===== src/include/soc_defines.svh =====
`ifndef SOC_DEFINES_SVH
`define SOC_DEFINES_SVH

// Bus widths
`define ADDR_W 32
`define DATA_W 32

// Top address bits that pick a region
`define SEL_W 2

// Byte address widths of the on-chip memories
`define BOOT_ADDR_W 10
`define RAM_ADDR_W 12

// Clocks per bit after reset
`define UART_DIV_INIT 16

`endif


===== src/hw/mem_bus_if.sv =====
`include "soc_defines.svh"

interface mem_bus_if;
   logic              valid;
   logic [`ADDR_W-1:0] addr;
   logic [`DATA_W-1:0] wdata;
   // Zero strobe means read
   logic [3:0]        wstrb;
   logic [`DATA_W-1:0] rdata;
   logic              ready;

   modport master (
      output valid, addr, wdata, wstrb,
      input  rdata, ready
   );

   modport slave (
      input  valid, addr, wdata, wstrb,
      output rdata, ready
   );
endinterface


===== src/hw/reset_ctrl.sv =====
module reset_ctrl (
   input  logic     clk,
   input  logic     reset,
   mem_bus_if.slave bus,
   output logic     boot,
   output logic     master_reset
);

   logic access;
   logic soft_reset;

   assign access = bus.valid && !bus.ready;

   // Any write restarts the master and leaves boot mode for good
   always_ff @(posedge clk or posedge reset) begin
      if (reset) begin
         bus.ready  <= 1'b0;
         soft_reset <= 1'b0;
         boot       <= 1'b1;
      end else begin
         bus.ready  <= access;
         soft_reset <= access && bus.wstrb != 4'b0;
         if (access && bus.wstrb != 4'b0)
            boot <= 1'b0;
      end
   end

   assign bus.rdata    = '0;
   assign master_reset = reset | soft_reset;

endmodule


===== src/flat_wrapper.sv =====
// flat-port wrapper written by rule: the top's interface ports become plain ports
module reset_ctrl_flat 
  (clk, reset, boot, master_reset, bus_valid, bus_addr, bus_wdata, bus_wstrb, bus_rdata, bus_ready);
  mem_bus_if bus_i ();
  input  logic clk;
  input  logic reset;
  output logic boot;
  output logic master_reset;
  input wire logic [$bits(bus_i.valid)-1:0] bus_valid;
  input wire logic [$bits(bus_i.addr)-1:0] bus_addr;
  input wire logic [$bits(bus_i.wdata)-1:0] bus_wdata;
  input wire logic [$bits(bus_i.wstrb)-1:0] bus_wstrb;
  output wire logic [$bits(bus_i.rdata)-1:0] bus_rdata;
  output wire logic [$bits(bus_i.ready)-1:0] bus_ready;
  assign bus_i.valid = bus_valid;
  assign bus_i.addr = bus_addr;
  assign bus_i.wdata = bus_wdata;
  assign bus_i.wstrb = bus_wstrb;
  assign bus_rdata = bus_i.rdata;
  assign bus_ready = bus_i.ready;
  reset_ctrl u_core (.clk(clk), .reset(reset), .bus(bus_i), .boot(boot), .master_reset(master_reset));
endmodule

===== config.mk =====
export PLATFORM = sky130hd
export DESIGN_NAME = reset_ctrl_flat
export DESIGN_NICKNAME = d
export VERILOG_FILES = /design/src/hw/mem_bus_if.sv /design/src/hw/reset_ctrl.sv /design/src/flat_wrapper.sv
export VERILOG_INCLUDE_DIRS = /design/src /design/src/include
export SDC_FILE = /design/constraint.sdc
export NUM_CORES = 1
export LEC_CHECK = 0
export BUFFER_PORTS_ARGS = -buffer_cell sky130_fd_sc_hd__buf_2
export CAP_MARGIN = 5
export CORE_UTILIZATION = 20
export DETAILED_ROUTE_END_ITERATION = 8
export HOLD_SLACK_MARGIN = 0.06
export PLACE_DENSITY = 0.83
export SETUP_SLACK_MARGIN = 0.3
export SLEW_MARGIN = 10
export SYNTH_ARGS = -nofsm -noshare
export SYNTH_HDL_FRONTEND = slang
export SYNTH_SLANG_ARGS = --single-unit

===== constraint.sdc =====
create_clock -name clk -period 1.1 [get_ports clk]
set_input_delay 0 -clock clk [delete_from_list [all_inputs] [get_ports clk]]
set_output_delay 0 -clock clk [all_outputs]
set_load 0.005 [all_outputs]

Word level (Yosys, flattened, before mapping)
Index checks and enable logic that the tools add are counted.
Widths: inputs -> output; s select.

word-level totals
  flip-flop bits (word level) = 3
  bits of input ports = 71
  output and inout port bits = 35
  logic and storage cells = 8

operators by class
  bitwise operators = 1
  reduce and logical (&&, ||, !) cells = 4

operator list
  cell               count
  $reduce_bool 4->1  1
  $logic_and 1x1->1  2
  $logic_not 1->1    1
  $or 1x1->1         1

Depth between registers and ports, before layout
  depth after elaboration = 3
  gate-level depth with buffers = 2
  gate-level depth less buffers = 2

Worst setup path after synthesis
No wires, ideal clock.

  path type = flip-flop to flip-flop
  start point = register u_core.bus.ready
  end point = register u_core.boot
  setup time = 0.082 ns
  arrival time = 0.659 ns
  data required time = 1.018 ns
  setup slack = 0.359 ns
  stages on the path, launching flop included = 2
  buffers on the path = 0
  period minus slack after synthesis = 0.741 ns
  cell sequence = dfrtp_1 -> o31a_1

on the way
  word-level cells in the longest chain between the ends = 3

RTL lines
  item                    line              source
  start, declared         mem_bus_if.sv:19  output rdata, ready
  start signal, assigned  reset_ctrl.sv:21  bus.ready <= access;
  $logic_not 1->1         reset_ctrl.sv:12  assign access = bus.valid && !bus.ready;
  $logic_and 1x1->1       reset_ctrl.sv:12
  $logic_and 1x1->1       reset_ctrl.sv:23  if (access && bus.wstrb != 4'b0)
  end signal, assigned    reset_ctrl.sv:19  boot <= 1'b1;
  end signal, assigned    reset_ctrl.sv:24  boot <= 1'b0;
  end, declared           reset_ctrl.sv:5   output logic boot,

No other way between the ends.
A chain may end at the register's enable or synchronous reset.

Worst setup path in the final report
  start point = register u_core.soft_reset
  end point = output master_reset

on the way
  word-level cells in the longest chain between the ends = 1

RTL lines
  item                    line               source
  start, declared         reset_ctrl.sv:10   logic soft_reset;
  start signal, assigned  reset_ctrl.sv:18   soft_reset <= 1'b0;
  start signal, assigned  reset_ctrl.sv:22   soft_reset <= access && bus.wstrb != 4'b0;
  $or 1x1->1              reset_ctrl.sv:29   assign master_reset = reset | soft_reset;
  end, declared           flat_wrapper.sv:8  output logic master_reset;

No other way between the ends.

==> results.rst <==
.. list-table::
   :header-rows: 1

   * - Metric
     - Value
   * - Run status
     - finished, final reports clean
   * - Nets@finish
     - 130
   * - Startpoint of the worst hold path
     - bus_wstrb[3]
   * - Required time worst endpoint
     - around 1.1 ns
   * - Total detailed-routing wirelength
     - approximately 460 um
   * - Count of max-cap constraint violations
     - 0
   * - Yosys Warn Count
     - 0
   * - Worst Hold Path Cells
     - 3
   * - Die H
     - ~45 um
   * - Detailed-route DRC error count
     - 0
   * - Syn Std Cell Area
     - ~360 sq um
   * - Syn Inst Count
     - between 40 and 50
   * - Data arrival, critical path
     - between 0.9 and 1 ns
   * - Sum of negative setup slack
     - 0 ns
   * - GRT Overall Usage
     - about 5.8%
   * - Routed WL per cell
     - 5.554 um
   * - Startpoint type of the worst setup path
     - flip-flop
   * - Port Buffers
     - 9
   * - Startpoint of the worst-slack reg-to-reg timing path
     - u_core.bus.ready$_DFF_PP0_
   * - Pins over their slew limit
     - 0
   * - Antenna diode instance count
     - 0
   * - Most area-consuming cells after synthesis
     - buf_4 66%, dfrtp_1 14%, dfstp_2 7.2%
   * - Total placed cells including tap cells
     - 76
   * - Placeable core region
     - approximately 0.0017 sq mm
   * - Slowest CP cell
     - dfrtp_1
   * - DR pass1 iterations
     - 2
   * - Pwr Density
     - ~1000 mW/mm^2
   * - Clock transition at the registers of the reported paths
     - roughly 0.04 ns
   * - Crit. Startpoint
     - u_core.soft_reset$_DFF_PP0_
   * - Detailed Route Iter0 Violations
     - 1
   * - Half-perimeter wire length of the detailed placement result
     - between 300 and 400 um
   * - Routability cong.
     - between 0.5 and 0.6
   * - Hold Crit Class
     - in -> reg
   * - Vias per cell
     - about 2.7
   * - Worst Path Class, Setup
     - reg -> out
   * - Standard-cell rows
     - 15
   * - RSZ-0062 raised after global routing
     - true
   * - Clock tree from TritonCTS
     - built
   * - Die area
     - 0.001995 sq mm
   * - Root buffer cell
     - clkbuf_4
   * - Average instance area after synthesis
     - ~8.5 sq um
   * - Minimum clock period after layout
     - 0.9397 ns
   * - Max H-tree Level
     - 1
   * - Starting Density
     - a little over a fifth
   * - Top cell type by total area after synthesis
     - buf_4
   * - Flops & latches, synth
     - 3
   * - Maximum number of pins on one net before global-route repair
     - 5
   * - Leakage power
     - between 0.2 and 0.25 nW
   * - Hold violation total from the final report
     - 0
   * - Worst-case clock buffer depth
     - 2
   * - Share of the yosys chip area belonging to registers
     - a little over a fifth
   * - Worst clock skew
     - ~0.0010 ns
   * - Clock latency reported for the late side of the worst-skew pair
     - about 0.24 ns
   * - Type of element capturing the critical path
     - output port
   * - Max stage delay on crit path
     - roughly 0.36 ns
   * - Share of Yosys cell area claimed by the top area cell type
     - roughly two thirds
   * - Die boundary width
     - about 45 um
   * - Part of the cycle the worst path needs
     - approximately 85%
   * - Number of primary I/O pins
     - around 110
   * - Highest clock rate
     - between 1000 and 1500 MHz
   * - Number of antenna violations at the first check in global routing
     - 0
   * - Chain of cells forming the critical path
     - or2_4 > buf_6
   * - Maximum fanout count along the critical path
     - 1
   * - Number of clock sinks seen by CTS
     - 3
   * - Setup slack of the most critical reg-to-reg path
     - around 0.34 ns
   * - Number of distinct library cells after synthesis
     - 10
   * - Number of clock buffers inserted by TritonCTS
     - 3
   * - Number of non-filler instances in the completed layout
     - a little over 80
   * - FF-to-FF path depth
     - 1
   * - Share of cells above drive strength 1
     - ~28%
   * - Synth-to-Final Area Change
     - 5.842%
   * - Worst hold endpoint
     - u_core.soft_reset$_DFF_PP0_
   * - Vias in the first global route
     - between 150 and 200
   * - First-pass GRT wire length
     - around 700 um
   * - Peak supply drop
     - approximately 0.54 mV
   * - Final Setup Violations
     - 0
   * - Critical R2R Capture
     - u_core.boot$_DFFE_PP1P_
   * - Total global routing overflow
     - 0
   * - Total number of vias
     - approximately 220
   * - Final ANT Viol Nets
     - 0
## timing repair
| item | in CTS | in global routing |
|---|---|---|
| setup buffers | 0 | 1 |
| endpoints found under the setup margin | 2 | 4 |
| endpoints found under the hold margin | 5 | 0 |
| hold buffers | 2 | 0 |
| resized for setup | 3 | 0 |
| pin swaps | 1 | 0 |
## placed cells by master (no fill, tap or decap)
master and n:
o31a_1 1, or2_4 1, dlygate4sd3_1 2, inv_1 2, clkbuf_1 1, dfrtp_1 2, nor4_2 1, buf_2 7
clkbuf_4 3, nor2_1 1, buf_4 1, buf_6 2, nor3_1 1, dfstp_2 1, conb_1 32
## critical path, delay by kind of cell, from the launching register on
kind	cells	cell delay, ns
buffers and inverters	1	0.11
flip-flops	1	0.36
AND/OR/NAND/NOR	1	0.23
## Yosys cell counts
| cell | instances |
|---|---|
| conb_1 | 1 |
| nor2_1 | 1 |
| buf_4 | 32 |
| dfstp_2 | 1 |
| nor3_1 | 1 |
| or2_2 | 1 |
| inv_1 | 2 |
| dfrtp_1 | 2 |
| o31a_1 | 1 |
| nor4_2 | 1 |
## kinds of logic (layout without fill, tap and decap cells)
group | after synthesis | after routing | share of synthesized area, %
AO/OA/AOI/OAI | 1 | 1 | 2.406
buffers and inverters | 34 | 18 | 68.04
flip-flops | 3 | 3 | 20.96
other | 1 | 32 | 1.030
AND/OR/NAND/NOR | 4 | 4 | 7.558
## cell type report
cell class                 instances  area (sq um)
fill                             196          1323
clock buffer                       4         26.28
tap                               25         31.28
inverter                           2         7.507
multi-input combinational         37         158.9
timing repair buffer              12         85.08
sequential                         3         76.32
## sequential cells by signal, indices dropped and copies added, names as in the netlist
signal             count
u_core.boot            1
u_core.bus.ready       1
u_core.soft_reset      1
## report_power, final
| part | switching, mW | internal, mW |
|---|---|---|
| logic | 0.0410 | 0.0273 |
| clock network | 0.0639 | 0.136 |
| registers | 0.00360 | 0.116 |
## worst max path at each step
stage | end | slack, ns | cells after the start
5_1_grt | master_reset | 0.13 | 2
3_5_place_dp | u_core.boot$_DFFE_PP1P_ | 0.34 | 1
6_report | master_reset | 0.16 | 2
3_3_place_gp | master_reset | 0.36 | 2
4_1_cts | master_reset | 0.16 | 2
2_1_floorplan | u_core.boot$_DFFE_PP1P_ | 0.36 | 1
## per-stage QoR
stage	hold WS, ns	setup WS, ns	utilization [%]	total power, mW	cell area [sq um]
after floorplan	-0.2471	0.3592	-	0.2361	480.5
after global placement	-0.1316	0.3586	18.53	0.1704	316.6
after detailed placement	-0.1254	0.3436	18.53	0.1722	316.6
after CTS	0.05874	0.1578	22.12	0.3910	377.9
after global routing	0.1040	0.1254	22.56	0.4270	385.4
final	0.05684	0.1603	22.56	0.3886	385.4
## layer usage
metal / part of all wire (%) / global-route usage, % / routed length (um)
met5: 0 / 0 / 0
met2: 58 / 10.00 / 266
met1: 25 / 3.186 / 113
met4: 3.0 / 9.091 / 14
met3: 14 / 2.857 / 66
Note: power is estimated with default switching activity, not from simulation.
