`src/include/soc_defines.svh`:
```
`ifndef SOC_DEFINES_SVH
`define SOC_DEFINES_SVH

// Bus widths
`define ADDR_W 32
`define DATA_W 32

// Top address bits that pick a region
`define SEL_W 2

// Byte address widths of the on-chip memories
`define BOOT_ADDR_W 10
`define RAM_ADDR_W 12

// Clocks per bit after reset
`define UART_DIV_INIT 16

`endif

```
`src/hw/soc_pkg.sv`:
```
`include "soc_defines.svh"

package soc_pkg;

   // One code per value of the region select bits
   typedef enum logic [`SEL_W-1:0] {
      BOOT       = 2'd0,
      UART       = 2'd1,
      SOFT_RESET = 2'd2,
      RAM        = 2'd3
   } target_e;

   // UART register word index, addr[4:2]
   typedef enum logic [2:0] {
      TX_DATA  = 3'd0,
      TX_BUSY  = 3'd1,
      RX_DATA  = 3'd2,
      RX_VALID = 3'd3,
      DIV      = 3'd4
   } uart_reg_e;

   typedef enum logic [1:0] {
      TXS_IDLE,
      TXS_START,
      TXS_DATA,
      TXS_STOP
   } uart_tx_state_e;

   typedef enum logic [1:0] {
      RXS_IDLE,
      RXS_START,
      RXS_DATA,
      RXS_STOP
   } uart_rx_state_e;

endpackage

```
`src/hw/mem_bus_if.sv`:
```
`include "soc_defines.svh"

interface mem_bus_if;
   logic              valid;
   logic [`ADDR_W-1:0] addr;
   logic [`DATA_W-1:0] wdata;
   // Zero strobe means read
   logic [3:0]        wstrb;
   logic [`DATA_W-1:0] rdata;
   logic              ready;

   modport master (
      output valid, addr, wdata, wstrb,
      input  rdata, ready
   );

   modport slave (
      input  valid, addr, wdata, wstrb,
      output rdata, ready
   );
endinterface

```
`src/hw/uart_core.sv`:
```
`include "soc_defines.svh"

module uart_core (
   input  logic     clk,
   input  logic     reset,
   mem_bus_if.slave bus,
   output logic     txd,
   input  logic     rxd,
   output logic     rts,
   input  logic     cts
);
   import soc_pkg::*;

   uart_reg_e      reg_idx;
   logic           access;
   logic           wr;
   logic [15:0]    div;
   logic [7:0]     tx_hold;
   logic           tx_pending;
   logic           tx_start;
   logic           tx_busy;
   uart_tx_state_e tx_state;
   logic [15:0]    tx_cnt;
   logic [2:0]     tx_bit;
   logic [7:0]     tx_shift;
   logic [1:0]     rx_sync;
   logic           rx_in;
   uart_rx_state_e rx_state;
   logic [15:0]    rx_cnt;
   logic [2:0]     rx_bit;
   logic [7:0]     rx_shift;
   logic           rx_done;
   logic [7:0]     rx_data;
   logic           rx_valid;

   assign reg_idx  = uart_reg_e'(bus.addr[4:2]);
   assign access   = bus.valid && !bus.ready;
   assign wr       = bus.wstrb != 4'b0;
   assign tx_start = tx_state == TXS_IDLE && tx_pending && cts;
   assign tx_busy  = tx_pending || tx_state != TXS_IDLE;
   assign rx_in    = rx_sync[1];
   assign rx_done  = rx_state == RXS_STOP && rx_cnt == div - 16'd1 && rx_in;
   assign rts      = !rx_valid;

   // Register access
   always_ff @(posedge clk or posedge reset) begin
      if (reset) begin
         bus.ready  <= 1'b0;
         div        <= 16'(`UART_DIV_INIT);
         tx_pending <= 1'b0;
         rx_valid   <= 1'b0;
      end else begin
         bus.ready <= access;
         if (access && wr && reg_idx == DIV)
            div <= bus.wdata[15:0];
         if (access && wr && reg_idx == TX_DATA)
            tx_pending <= 1'b1;
         else if (tx_start)
            tx_pending <= 1'b0;
         if (rx_done)
            rx_valid <= 1'b1;
         else if (access && !wr && reg_idx == RX_DATA)
            rx_valid <= 1'b0;
      end
   end

   always_ff @(posedge clk) begin
      if (access && wr && reg_idx == TX_DATA)
         tx_hold <= bus.wdata[7:0];
      if (rx_done)
         rx_data <= rx_shift;
      if (access) begin
         case (reg_idx)
            TX_BUSY:  bus.rdata <= `DATA_W'(tx_busy);
            RX_DATA:  bus.rdata <= `DATA_W'(rx_data);
            RX_VALID: bus.rdata <= `DATA_W'(rx_valid);
            DIV:      bus.rdata <= `DATA_W'(div);
            default:  bus.rdata <= '0;
         endcase
      end
   end

   // Transmitter
   always_ff @(posedge clk or posedge reset) begin
      if (reset) begin
         tx_state <= TXS_IDLE;
         tx_cnt   <= '0;
         tx_bit   <= '0;
         tx_shift <= '0;
         txd      <= 1'b1;
      end else begin
         case (tx_state)
            TXS_IDLE: begin
               txd <= 1'b1;
               if (tx_start) begin
                  tx_shift <= tx_hold;
                  tx_cnt   <= '0;
                  txd      <= 1'b0;
                  tx_state <= TXS_START;
               end
            end
            TXS_START: begin
               if (tx_cnt == div - 16'd1) begin
                  tx_cnt   <= '0;
                  tx_bit   <= '0;
                  txd      <= tx_shift[0];
                  tx_state <= TXS_DATA;
               end else begin
                  tx_cnt <= tx_cnt + 16'd1;
               end
            end
            TXS_DATA: begin
               if (tx_cnt == div - 16'd1) begin
                  tx_cnt <= '0;
                  if (tx_bit == 3'd7) begin
                     txd      <= 1'b1;
                     tx_state <= TXS_STOP;
                  end else begin
                     tx_bit   <= tx_bit + 3'd1;
                     tx_shift <= tx_shift >> 1;
                     txd      <= tx_shift[1];
                  end
               end else begin
                  tx_cnt <= tx_cnt + 16'd1;
               end
            end
            default: begin
               if (tx_cnt == div - 16'd1)
                  tx_state <= TXS_IDLE;
               else
                  tx_cnt <= tx_cnt + 16'd1;
            end
         endcase
      end
   end

   // Receiver samples each bit in its middle
   always_ff @(posedge clk or posedge reset) begin
      if (reset) begin
         rx_sync  <= 2'b11;
         rx_state <= RXS_IDLE;
         rx_cnt   <= '0;
         rx_bit   <= '0;
         rx_shift <= '0;
      end else begin
         rx_sync <= {rx_sync[0], rxd};
         case (rx_state)
            RXS_IDLE: begin
               rx_cnt <= '0;
               if (!rx_in)
                  rx_state <= RXS_START;
            end
            RXS_START: begin
               if (rx_cnt == (div >> 1) - 16'd1) begin
                  rx_cnt   <= '0;
                  rx_bit   <= '0;
                  // Glitch shorter than half a bit is ignored
                  rx_state <= rx_in ? RXS_IDLE : RXS_DATA;
               end else begin
                  rx_cnt <= rx_cnt + 16'd1;
               end
            end
            RXS_DATA: begin
               if (rx_cnt == div - 16'd1) begin
                  rx_cnt   <= '0;
                  rx_shift <= {rx_in, rx_shift[7:1]};
                  rx_bit   <= rx_bit + 3'd1;
                  if (rx_bit == 3'd7)
                     rx_state <= RXS_STOP;
               end else begin
                  rx_cnt <= rx_cnt + 16'd1;
               end
            end
            default: begin
               if (rx_cnt == div - 16'd1)
                  rx_state <= RXS_IDLE;
               else
                  rx_cnt <= rx_cnt + 16'd1;
            end
         endcase
      end
   end

endmodule

```
`src/flat_wrapper.sv`:
```
// flat-port wrapper written by rule: the top's interface ports become plain ports
module uart_core_flat import soc_pkg::*;
  (clk, reset, txd, rxd, rts, cts, bus_valid, bus_addr, bus_wdata, bus_wstrb, bus_rdata, bus_ready);
  mem_bus_if bus_i ();
  input  logic clk;
  input  logic reset;
  output logic txd;
  input  logic rxd;
  output logic rts;
  input  logic cts;
  input wire logic [$bits(bus_i.valid)-1:0] bus_valid;
  input wire logic [$bits(bus_i.addr)-1:0] bus_addr;
  input wire logic [$bits(bus_i.wdata)-1:0] bus_wdata;
  input wire logic [$bits(bus_i.wstrb)-1:0] bus_wstrb;
  output wire logic [$bits(bus_i.rdata)-1:0] bus_rdata;
  output wire logic [$bits(bus_i.ready)-1:0] bus_ready;
  assign bus_i.valid = bus_valid;
  assign bus_i.addr = bus_addr;
  assign bus_i.wdata = bus_wdata;
  assign bus_i.wstrb = bus_wstrb;
  assign bus_rdata = bus_i.rdata;
  assign bus_ready = bus_i.ready;
  uart_core u_core (.clk(clk), .reset(reset), .bus(bus_i), .txd(txd), .rxd(rxd), .rts(rts), .cts(cts));
endmodule
```
`config.mk`:
```
export PLATFORM = sky130hd
export DESIGN_NAME = uart_core_flat
export DESIGN_NICKNAME = d
export VERILOG_FILES = /design/src/hw/soc_pkg.sv /design/src/hw/mem_bus_if.sv /design/src/hw/uart_core.sv /design/src/flat_wrapper.sv
export VERILOG_INCLUDE_DIRS = /design/src /design/src/include
export SDC_FILE = /design/constraint.sdc
export NUM_CORES = 1
export LEC_CHECK = 0
export BUFFER_PORTS_ARGS = -buffer_cell sky130_fd_sc_hd__buf_2
export CAP_MARGIN = 20
export CORE_ASPECT_RATIO = 1.2
export CORE_MARGIN = 3
export CORE_UTILIZATION = 55
export DETAILED_ROUTE_END_ITERATION = 12
export PLACE_DENSITY = 0.84
export SLEW_MARGIN = 0
export SYNTH_ARGS = -nofsm -noshare
export SYNTH_HDL_FRONTEND = slang
export SYNTH_SLANG_ARGS = --single-unit
```
`constraint.sdc`:
```
create_clock -name clk -period 5.41 [get_ports clk]
set_input_delay 0.541 -clock clk [delete_from_list [all_inputs] [get_ports clk]]
set_output_delay 0.541 -clock clk [all_outputs]
set_load 0.01 [all_outputs]
```
# After elaboration in Yosys (flattened, before gate mapping)

Index checks and enable logic that the tools add are counted.
W data, S select, Z words.

Register bits: 128
Bits in latches: 0
RAM bits: 0
ROM bits: 0
Bits of input ports: 73
Output and inout port bits: 35
Logic and storage cells: 126
Memories kept: 0

$add $sub $neg: 6
Multipliers: 0
Divide/modulo/power cells: 0
Magnitude comparators: 0
Equal/unequal tests: 25
Shift operators: 0
Mux-type cells: 42
Bitwise gates (word level): 0
Reduce and logical (&&, ||, !) cells: 36

Operators by type and width:

| kind                    | number |
|---|---|
| $mux W16                | 6 |
| $pmux W16 S4            | 1 |
| $eq A16 B16 Y1          | 3 |
| $pmux W16 S3            | 1 |
| $add A16 B1 Y16 const B | 2 |
| $pmux W16 S2            | 1 |
| $mux W8                 | 3 |
| $mux W2                 | 11 |
| $pmux W8 S2             | 1 |
| $sub A15 B1 Y16 const B | 1 |
| $sub A16 B1 Y16 const B | 1 |
| $mux W3                 | 5 |
| $ne A2 B1 Y1 const B    | 7 |
| $reduce_bool A2 Y1      | 7 |
| $pmux W2 S3             | 2 |
| $pmux W3 S2             | 2 |
| $logic_and A1 B1 Y1     | 10 |
| $reduce_and A5 Y1       | 2 |
| $eq A3 B3 Y1 const B    | 3 |
| $mux W1                 | 8 |
| $reduce_and A4 Y1       | 2 |
| $add A3 B1 Y3 const B   | 2 |
| $eq A2 B2 Y1 const B    | 3 |
| $eq A3 B2 Y1 const B    | 2 |
| 15 further kinds        | 23 |

# Depth between registers and ports, before layout

Gate-level depths: netlist of run 1.

Word-level depth: 6
Mapped depth: 14

# Least setup slack after synthesis of run 1

No wires, ideal clock.

Path type: reg2reg
Start point: register u_core.div[2]
End point: register u_core.rx_bit[0]
Data arrival time: 3.321 ns
Required time: 5.285 ns
Path slack: 1.964 ns
Cell stages (with the launch flop): 13
Period minus slack after synthesis: 3.446 ns
Path through: dfrtp_1 clkbuf_1 inv_1 ha_1 or4b_1 buf_2 o21ai_1 o2111ai_1 or4_1 nor4b_2 a2bb2oi_2 and2_1 mux2_2

Longest elaborated chain between the ends: 4

RTL lines:

| element                                                   | RTL line                           | text |
|---|---|---|
| start: declaration                                        | uart_core.sv:17                    | `logic [15:0] div;` |
| start signal: assignment                                  | uart_core.sv:49                    | `` div <= 16'(`UART_DIV_INIT); `` |
| start signal: assignment                                  | uart_core.sv:55                    | `div <= bus.wdata[15:0];` |
| $sub A16 B1 Y16 / $sub A15 B1 Y16 (equally long branches) | uart_core.sv:164, uart_core.sv:154 |  |
| $eq A16 B16 Y1, on equally long branches                  | uart_core.sv:164, uart_core.sv:154 |  |
| $ne A2 B1 Y1 (no source line)                             | --                                 |  |
| $reduce_and A3 Y1 (no source line) (*)                    | --                                 |  |
| end signal: assignment                                    | uart_core.sv:167                   | `rx_bit <= rx_bit + 3'd1;` |
| end: declaration                                          | uart_core.sv:30                    | `logic [2:0] rx_bit;` |

Every way passes the cells marked *; elsewhere a longest branch is shown, timed or not.
A chain may end at the register's enable or synchronous reset.

# Final worst setup path of run 1

Start point: register u_core.div[2]
End point: register u_core.tx_shift[5]

Longest elaborated chain between the ends: 4

RTL lines:

| element                            | RTL line         | text |
|---|---|---|
| $sub A16 B1 Y16                    | uart_core.sv:113 | `if (tx_cnt == div - 16'd1) begin` |
| $eq A16 B16 Y1                     | uart_core.sv:113 |  |
| $ne A2 B1 Y1 (no source line)      | --               |  |
| $reduce_and A4 Y1 (no source line) | --               |  |
| end signal: assignment             | uart_core.sv:96  | `tx_shift <= tx_hold;` |
| end signal: assignment             | uart_core.sv:120 | `tx_shift <= tx_shift >> 1;` |
| end: declaration                   | uart_core.sv:25  | `logic [7:0] tx_shift;` |

Every way passes these cells.

==> metrics.csv, run 1 <==
stage,metric,value,unit
logic_synthesis,synthArstFlopShare,71.4,%
cells_and_area,nets,817,
clock_network,hold_buffers,0,
grt,antenna_found_initial,0,
placed_design,dp_hpwl,12.6,mm
power_and_ir_drop,leakagePower,0.00317,uW
logic_synthesis,synth_cell_types,80,
clock_network,cts_root_buffer,clkbuf_16,
worst_setup_path,r2r_end,u_core.tx_shift[5],
worst_setup_path,crit_family,simple AND/OR/NAND/NOR gates,
logic_synthesis,synth-seq-cells,112,
grt,grt_max_degree,81,
worst_setup_path,worst_ep_required_time,5.66,ns
timing,slew-limit-headroom,45.8,%
clock_network,clkSinkCount,112,
grt,gr-total-overflow,0,
grt,grt_pass1_vias,5530,
timing,finClkSkew,0.0144,ns
route,dr.pass1.iters,6,
clock_network,clkLatencyLatePin,0.37,ns
die,rows,44,
die,io_pins,108,
timing,finalCritPeriodShare,82.6,%
timing,finalSetupTns,0,ns
power_and_ir_drop,peakVddDrop,0.349,mV
clock_network,numCtsBuffers,9,
clock_network,h-tree-depth,3,
route,wl_per_cell,20.1,um
timing,min_period,4.47,ns
worst_setup_path,r2r_slack,0.94,ns
placed_design,gp_congestion,0.920,
route,drtIter0Drc,604,
route,via_per_inst,6.35,
timing,finalSetupViolCount,0,
worst_setup_path,critPathBufInv,1,
logic_synthesis,avgSynthCellArea,10.0,um2
route,totalWireLength,18.0,mm
timing,rsz0062_at_grt,no,
worst_setup_path,arrival,4.71,ns
cells_and_area,mostFrequentLayoutCells,"76 x dfrtp_1, 46 x buf_2, 43 x nand2_1, 43 x nor2_1, 42 x xnor2_1",
grt,grt_usage,25.9,%
clock_network,cts_resized,0,
grt,grt_pass1_wl,28.5,mm
worst_setup_path,cp-end-kind,flop,
logic_synthesis,syn_inst,707,
worst_setup_path,r2r_start,u_core.div[2],
placed_design,io_buffers,46,
worst_setup_path,path_cells,"inv_1, ha_1, nor4b_4, and4_1, xnor3_1, a2111oi_2, o2111ai_4, or4b_1, o22a_1, o21a_1",
die,die_area,0.0143,mm2
route,antenna_left,0,
logic_synthesis,synth_top_area_share,26.9,%
timing,hold_violations,0,
worst_setup_path,cp_slowest_stage_delay,0.75,ns
min_path,hp-class,in2async,
cells_and_area,n_fill_cell,995,
die,core,0.0123,mm2
clock_network,clockBufferDepth,2,
cells_and_area,design_area,0.00766,mm2
logic_synthesis,syn_area,0.00708,mm2
cells_and_area,layout-drive-gt1-share,16.9,%
worst_setup_path,slowest_stage,or4b_1,
worst_setup_path,reg2reg_depth,10,
logic_synthesis,synth_enable_flop_cells,32,
cells_and_area,layout_commonest_cell,dfrtp_1,
cells_and_area,fin_util,62.1,%
cells_and_area,diodes,0,
timing,fmax,224,MHz
logic_synthesis,yosys_warnings,0,
timing,tightest_slew,0.813,ns
logic_synthesis,synth_area_leaders,"dfrtp_1 27%, edfxtp_1 14%, xnor2_1 5.2%",
die,die_h,130,um
worst_setup_path,cp_max_fo,12,
run,maxCapViolations,0,
route,drc,0,
clock_network,clk_pin_slew,0.08,ns
logic_synthesis,synth_area_leader_cell,dfrtp_1,
logic_synthesis,synth-main-ff-cell,dfrtp_1,
worst_setup_path,startpoint_type,flop,
route,vias,5674,
die,die_w,110,um
timing,drv_slew,0,
cells_and_area,synthToLayoutAreaGrowth,8.17,%
clock_network,cts_setup_buffers,0,
placed_design,dpl_cell_area,0.00731,mm2
die,initial_utilization,57.4,%
worst_setup_path,worstSetupPathType,reg2reg,
logic_synthesis,yosysSeqAreaShare,41.9,%
power_and_ir_drop,cellPowerDensity,381,mW/mm2
run_status,status,finished clean,
clock_network,cts_tree,built,
## synth_stat cells, types with 7 or more instances
cell type	n
buf_2	12
a21o_1	8
a21oi_1	26
nor2b_1	13
and2_1	15
nand4_1	13
a22oi_1	7
o21ai_0	26
nand3_1	25
buf_4	17
or2_2	7
nor2_1	43
or3_1	10
a22o_1	13
xnor2_1	42
nand2_1	43
ha_1	17
nor4_1	12
clkbuf_1	27
inv_1	22
edfxtp_1	32
and3_1	13
xor2_1	20
o22a_1	8
dfrtp_1	76
mux2_2	21
o21bai_1	7
and4_1	8
o21a_1	7
## layer usage
metal	vias to the layer above	global-route usage [%]	share of wire, %
li1	2605	-	-
met1	2785	31.9	39
met2	224	43.8	51
met3	60	5.29	6.0
met4	0	11.3	4.1
met5	-	0	0
## how the worst max path moves through the flow
stage | startpoint | endpoint | slack, ns | cells past startpoint
CTS | u_core.div[2] | u_core.tx_cnt[0] | 0.92 | 11
finish | u_core.div[2] | u_core.tx_shift[5] | 0.94 | 10
global placement | u_core.div[2] | u_core.tx_cnt[0] | 1.10 | 11
floorplan | u_core.div[2] | u_core.rx_bit[0] | 1.96 | 12
detailed placement | u_core.div[2] | u_core.tx_cnt[0] | 0.94 | 11
global route | u_core.div[2] | u_core.tx_cnt[7] | 0.72 | 12
## worst reg2reg max path: stages, from the launching register on
cell,delay (ns)
dfrtp_1,0.58
inv_1,0.16
ha_1,0.48
nor4b_4,0.66
and4_1,0.43
xnor3_1,0.27
a2111oi_2,0.35
o2111ai_4,0.30
or4b_1,0.75
o22a_1,0.25
o21a_1,0.11
## metrics by stage
| step | hold slack [ns] | setup slack (ns) | cells | total power, uW |
|---|---|---|---|---|
| 2_1_floorplan | 0.345 | 1.96 | 722 | 1980 |
| 3_3_place_gp | 0.348 | 1.10 | 873 | 2170 |
| 3_5_place_dp | 0.355 | 0.941 | 873 | 2220 |
| 4_1_cts | 0.264 | 0.917 | 889 | 2900 |
| 5_1_grt | 0.237 | 0.716 | 893 | 3080 |
| 6_report | 0.216 | 0.943 | 893 | 2910 |
## sequential cells by signal, indices dropped and copies added, names as in the netlist
name               cells
u_core.tx_hold         8
u_core.rx_data         8
u_core.tx_pending      1
u_core.rx_bit          3
u_core.div            16
u_core.tx_bit          3
u_core.txd             1
u_core.bus.ready       1
u_core.rx_state        2
u_core.rx_sync         2
u_core.rx_cnt         16
u_core.tx_cnt         16
u_core.rx_valid        1
u_core.rx_shift        8
u_core.tx_state        2
u_core.bus.rdata      16
u_core.tx_shift        8
## report_power, final
part           leakage [uW]  internal (uW)  switching (uW)  total, uW
Combinational       0.00167            453             530        984
Clock              0.000149            328             339        667
Sequential          0.00135            992             272       1260
## kinds of logic (layout without fill, tap and decap cells)
kind of cell,after synthesis,count (layout),share of synthesized area [%]
multiplexers,26,26,4.05
adder cells (fa/ha/maj),17,17,3.00
other,1,16,0.0530
AND/OR/NAND/NOR,243,243,20.0
buffers and inverters,85,95,5.74
XOR/XNOR,65,65,8.62
AO/OA/AOI/OAI,158,158,16.6
flip-flops,112,112,41.9
## final cells by class
type	count	area, um2	share of cell area, %
Clock buffer	9	225	2.94
Tap cell	161	201	2.63
Sequential cell	112	2970	38.8
Clock inverter	7	72.6	0.948
Inverter	22	83.8	1.09
Multi-Input combinational cell	525	3770	49.3
Timing Repair Buffer	57	333	4.35
(Power assumes the default switching activity.)
==> inputs of run 2 (changes only) <==
- CORE_UTILIZATION: 55 -> 52
- PLACE_DENSITY: 0.84 -> 0.83
- clock period: 5.41 -> 4.1 ns (I/O delays scaled with it)
==> metrics.csv, run 2 (synthesis results as in run 1) <==
stage,metric,value,unit,change
run_status,status,finished clean,,
worst_setup_path,crit_start,u_core.div[1],,
clock_network,cts_setup_buffers,0,,unchanged
route,dr.pass1.iters,5,,-1
die,die_h,134,um,+2.7%
timing,finalSetupViolCount,0,,unchanged
worst_setup_path,critPathCapture,u_core.rx_bit[0],,
timing,fmax,273,MHz,+22%
die,io_pins,108,,unchanged
die,initial_utilization,53.2,%,-4.2 points
run,maxCapViolations,0,,unchanged
timing,rsz0062_at_grt,no,,
timing,tightest_slew,1.12,ns,+0.305 ns
grt,grt_max_degree,44,,-46%
placed_design,gp_congestion,1.02,,+11%
route,m1WireLength,7.06,mm,+0.18%
die,core,0.0133,mm2,+7.8%
timing,drv_slew,0,,unchanged
timing,finalCritPeriodShare,89.4,%,+6.8 points
clock_network,cts_tree,built,,
grt,antenna_found_initial,0,,unchanged
cells_and_area,layout_commonest_cell,dfrtp_1,,
cells_and_area,nets,849,,+3.9%
route,vias,5692,,+0.32%
worst_setup_path,r2r_end,u_core.rx_bit[0],,
power_and_ir_drop,peakVddDrop,0.324,mV,-7.3%
min_path,hp-class,in2async,,
clock_network,clkLatencyLatePin,0.37,ns,about the same
worst_setup_path,slowest_stage,or4_1,,
grt,grt_pass1_wl,28.9,mm,+1.2%
route,drtIter0Drc,335,,-45%
timing,min_period,3.66,ns,-0.802 ns
cells_and_area,diodes,0,,unchanged
route,highest_layer,met4,,
cells_and_area,synthToLayoutAreaGrowth,11.7,%,
clock_network,hold_buffers,0,,unchanged
clock_network,cts_root_buffer,clkbuf_16,,
worst_setup_path,cp_slowest_stage_delay,0.54,ns,-0.21 ns
clock_network,clk_pin_slew,0.09,ns,about the same
worst_setup_path,worst_ep_required_time,4.36,ns,-1.30 ns
worst_setup_path,worstSetupPathType,reg2reg,,
clock_network,h-tree-depth,3,,unchanged
route,dr_wl_met2,9.05,mm,-0.83%
cells_and_area,design_area,0.00791,mm2,+3.3%
route,totalWireLength,17.8,mm,-1.1%
clock_network,numCtsBuffers,9,,unchanged
grt,gr-total-overflow,0,,unchanged
cells_and_area,layout-drive-gt1-share,20.4,%,+3.5 points
route,drc,0,,unchanged
grt,grt_usage,24.1,%,-1.8 points
grt,grt_pass1_vias,5786,,+4.6%
route,via_per_inst,6.11,,-3.9%
die,die_area,0.0151,mm2,+5.5%
clock_network,clockBufferDepth,2,,unchanged
worst_setup_path,r2r_start,u_core.div[1],,
timing,hold_violations,0,,unchanged
worst_setup_path,path_cells,"inv_1, ha_1, or4b_1, o21ai_1, o2111ai_1, or4_1, nor4b_2, buf_4, a2bb2oi_2, and2_1, mux2_2",,
placed_design,dpl_cell_area,0.00758,mm2,+3.7%
die,rows,46,,+4.5%
placed_design,io_buffers,46,,unchanged
route,antenna_left,0,,unchanged
route,routed-wl-met3,884,um,-18%
power_and_ir_drop,cellPowerDensity,506,mW/mm2,+33%
worst_setup_path,reg2reg_depth,11,,+1
worst_setup_path,cp-end-kind,flop,,
clock_network,clkSinkCount,112,,unchanged
timing,slew-limit-headroom,24.9,%,-21 points
worst_setup_path,arrival,3.93,ns,-0.78 ns
worst_setup_path,cp_max_fo,10,,-2
placed_design,dp_hpwl,13.6,mm,+7.4%
route,wl_per_cell,19.1,um,-5.3%
worst_setup_path,startpoint_type,flop,,
cells_and_area,mostFrequentLayoutCells,"76 x dfrtp_1, 46 x buf_2, 43 x nand2_1, 43 x nor2_1, 43 x buf_4",,
timing,finClkSkew,0.0132,ns,-0.00124 ns
worst_setup_path,r2r_slack,0.44,ns,-0.51 ns
clock_network,cts_resized,0,,unchanged
timing,finalSetupTns,0,ns,unchanged
die,die_w,113,um,+2.7%
power_and_ir_drop,leakagePower,0.00333,uW,+5.0%
[run 2: changes by cell type in the layout (fill, tap and decap cells not counted), sizes merged]
cell    previous run  this run
buf               56        89
clkbuf            10         9
clkinv             4         3
inv               25        26
[run 2: worst min-delay path by stage]
stage	endpoint	slack [ns]	cells past startpoint
finish	u_core.div[1]	0.13	2
global placement	u_core.rx_sync[1]	0.35	0
floorplan	u_core.rx_sync[1]	0.35	0
CTS	u_core.rx_sync[0]	0.12	1
global route	u_core.rx_sync[0]	0.12	1
detailed placement	u_core.rx_sync[1]	0.35	0
[run 2: cell type report]
cell class,count,area (um2)
clock inverters,7,93.8
clock buffers,9,225
well taps,168,210
fillers,1108,5390
flip-flops and latches,112,2970
repair buffers,89,553
multi-input cells,525,3770
inverters,22,83.8
[run 2: worst max-delay path: cells and delay by family (launching register included)]
kind                       cells  cell delay, ns
DFF                            1            0.39
and+or+nand+nor                4            1.57
muxes                          1            0.33
adders and majority gates      1            0.36
AOI/OAI and AO/OA              3            0.58
buffers and inverters          2            0.33
[run 2: layer usage]
layer	global-route usage, %	vias up
li1	-	2663
met1	27.6	2783
met2	42.4	182
met3	4.87	64
met4	12.3	0
met5	0	-
[run 2: power by group]
group,total (uW),switching (uW),internal (uW)
clock,921,473,448
combinational,1480,792,692
sequential,1590,284,1310
total,4000,1550,2450
[run 2: stage by stage]
step                cells  power [uW]  hold WS [ns]  utilization [%]  setup WS [ns]
finish                932        4000         0.128             59.5          0.436
global route          932        4210         0.118             59.5          0.224
CTS                   931        4000         0.117             59.4          0.396
detailed placement    915        3070         0.349             57.0          0.458
global placement      915        3000         0.348             57.0          0.436
floorplan             722        2610         0.345                -          0.654
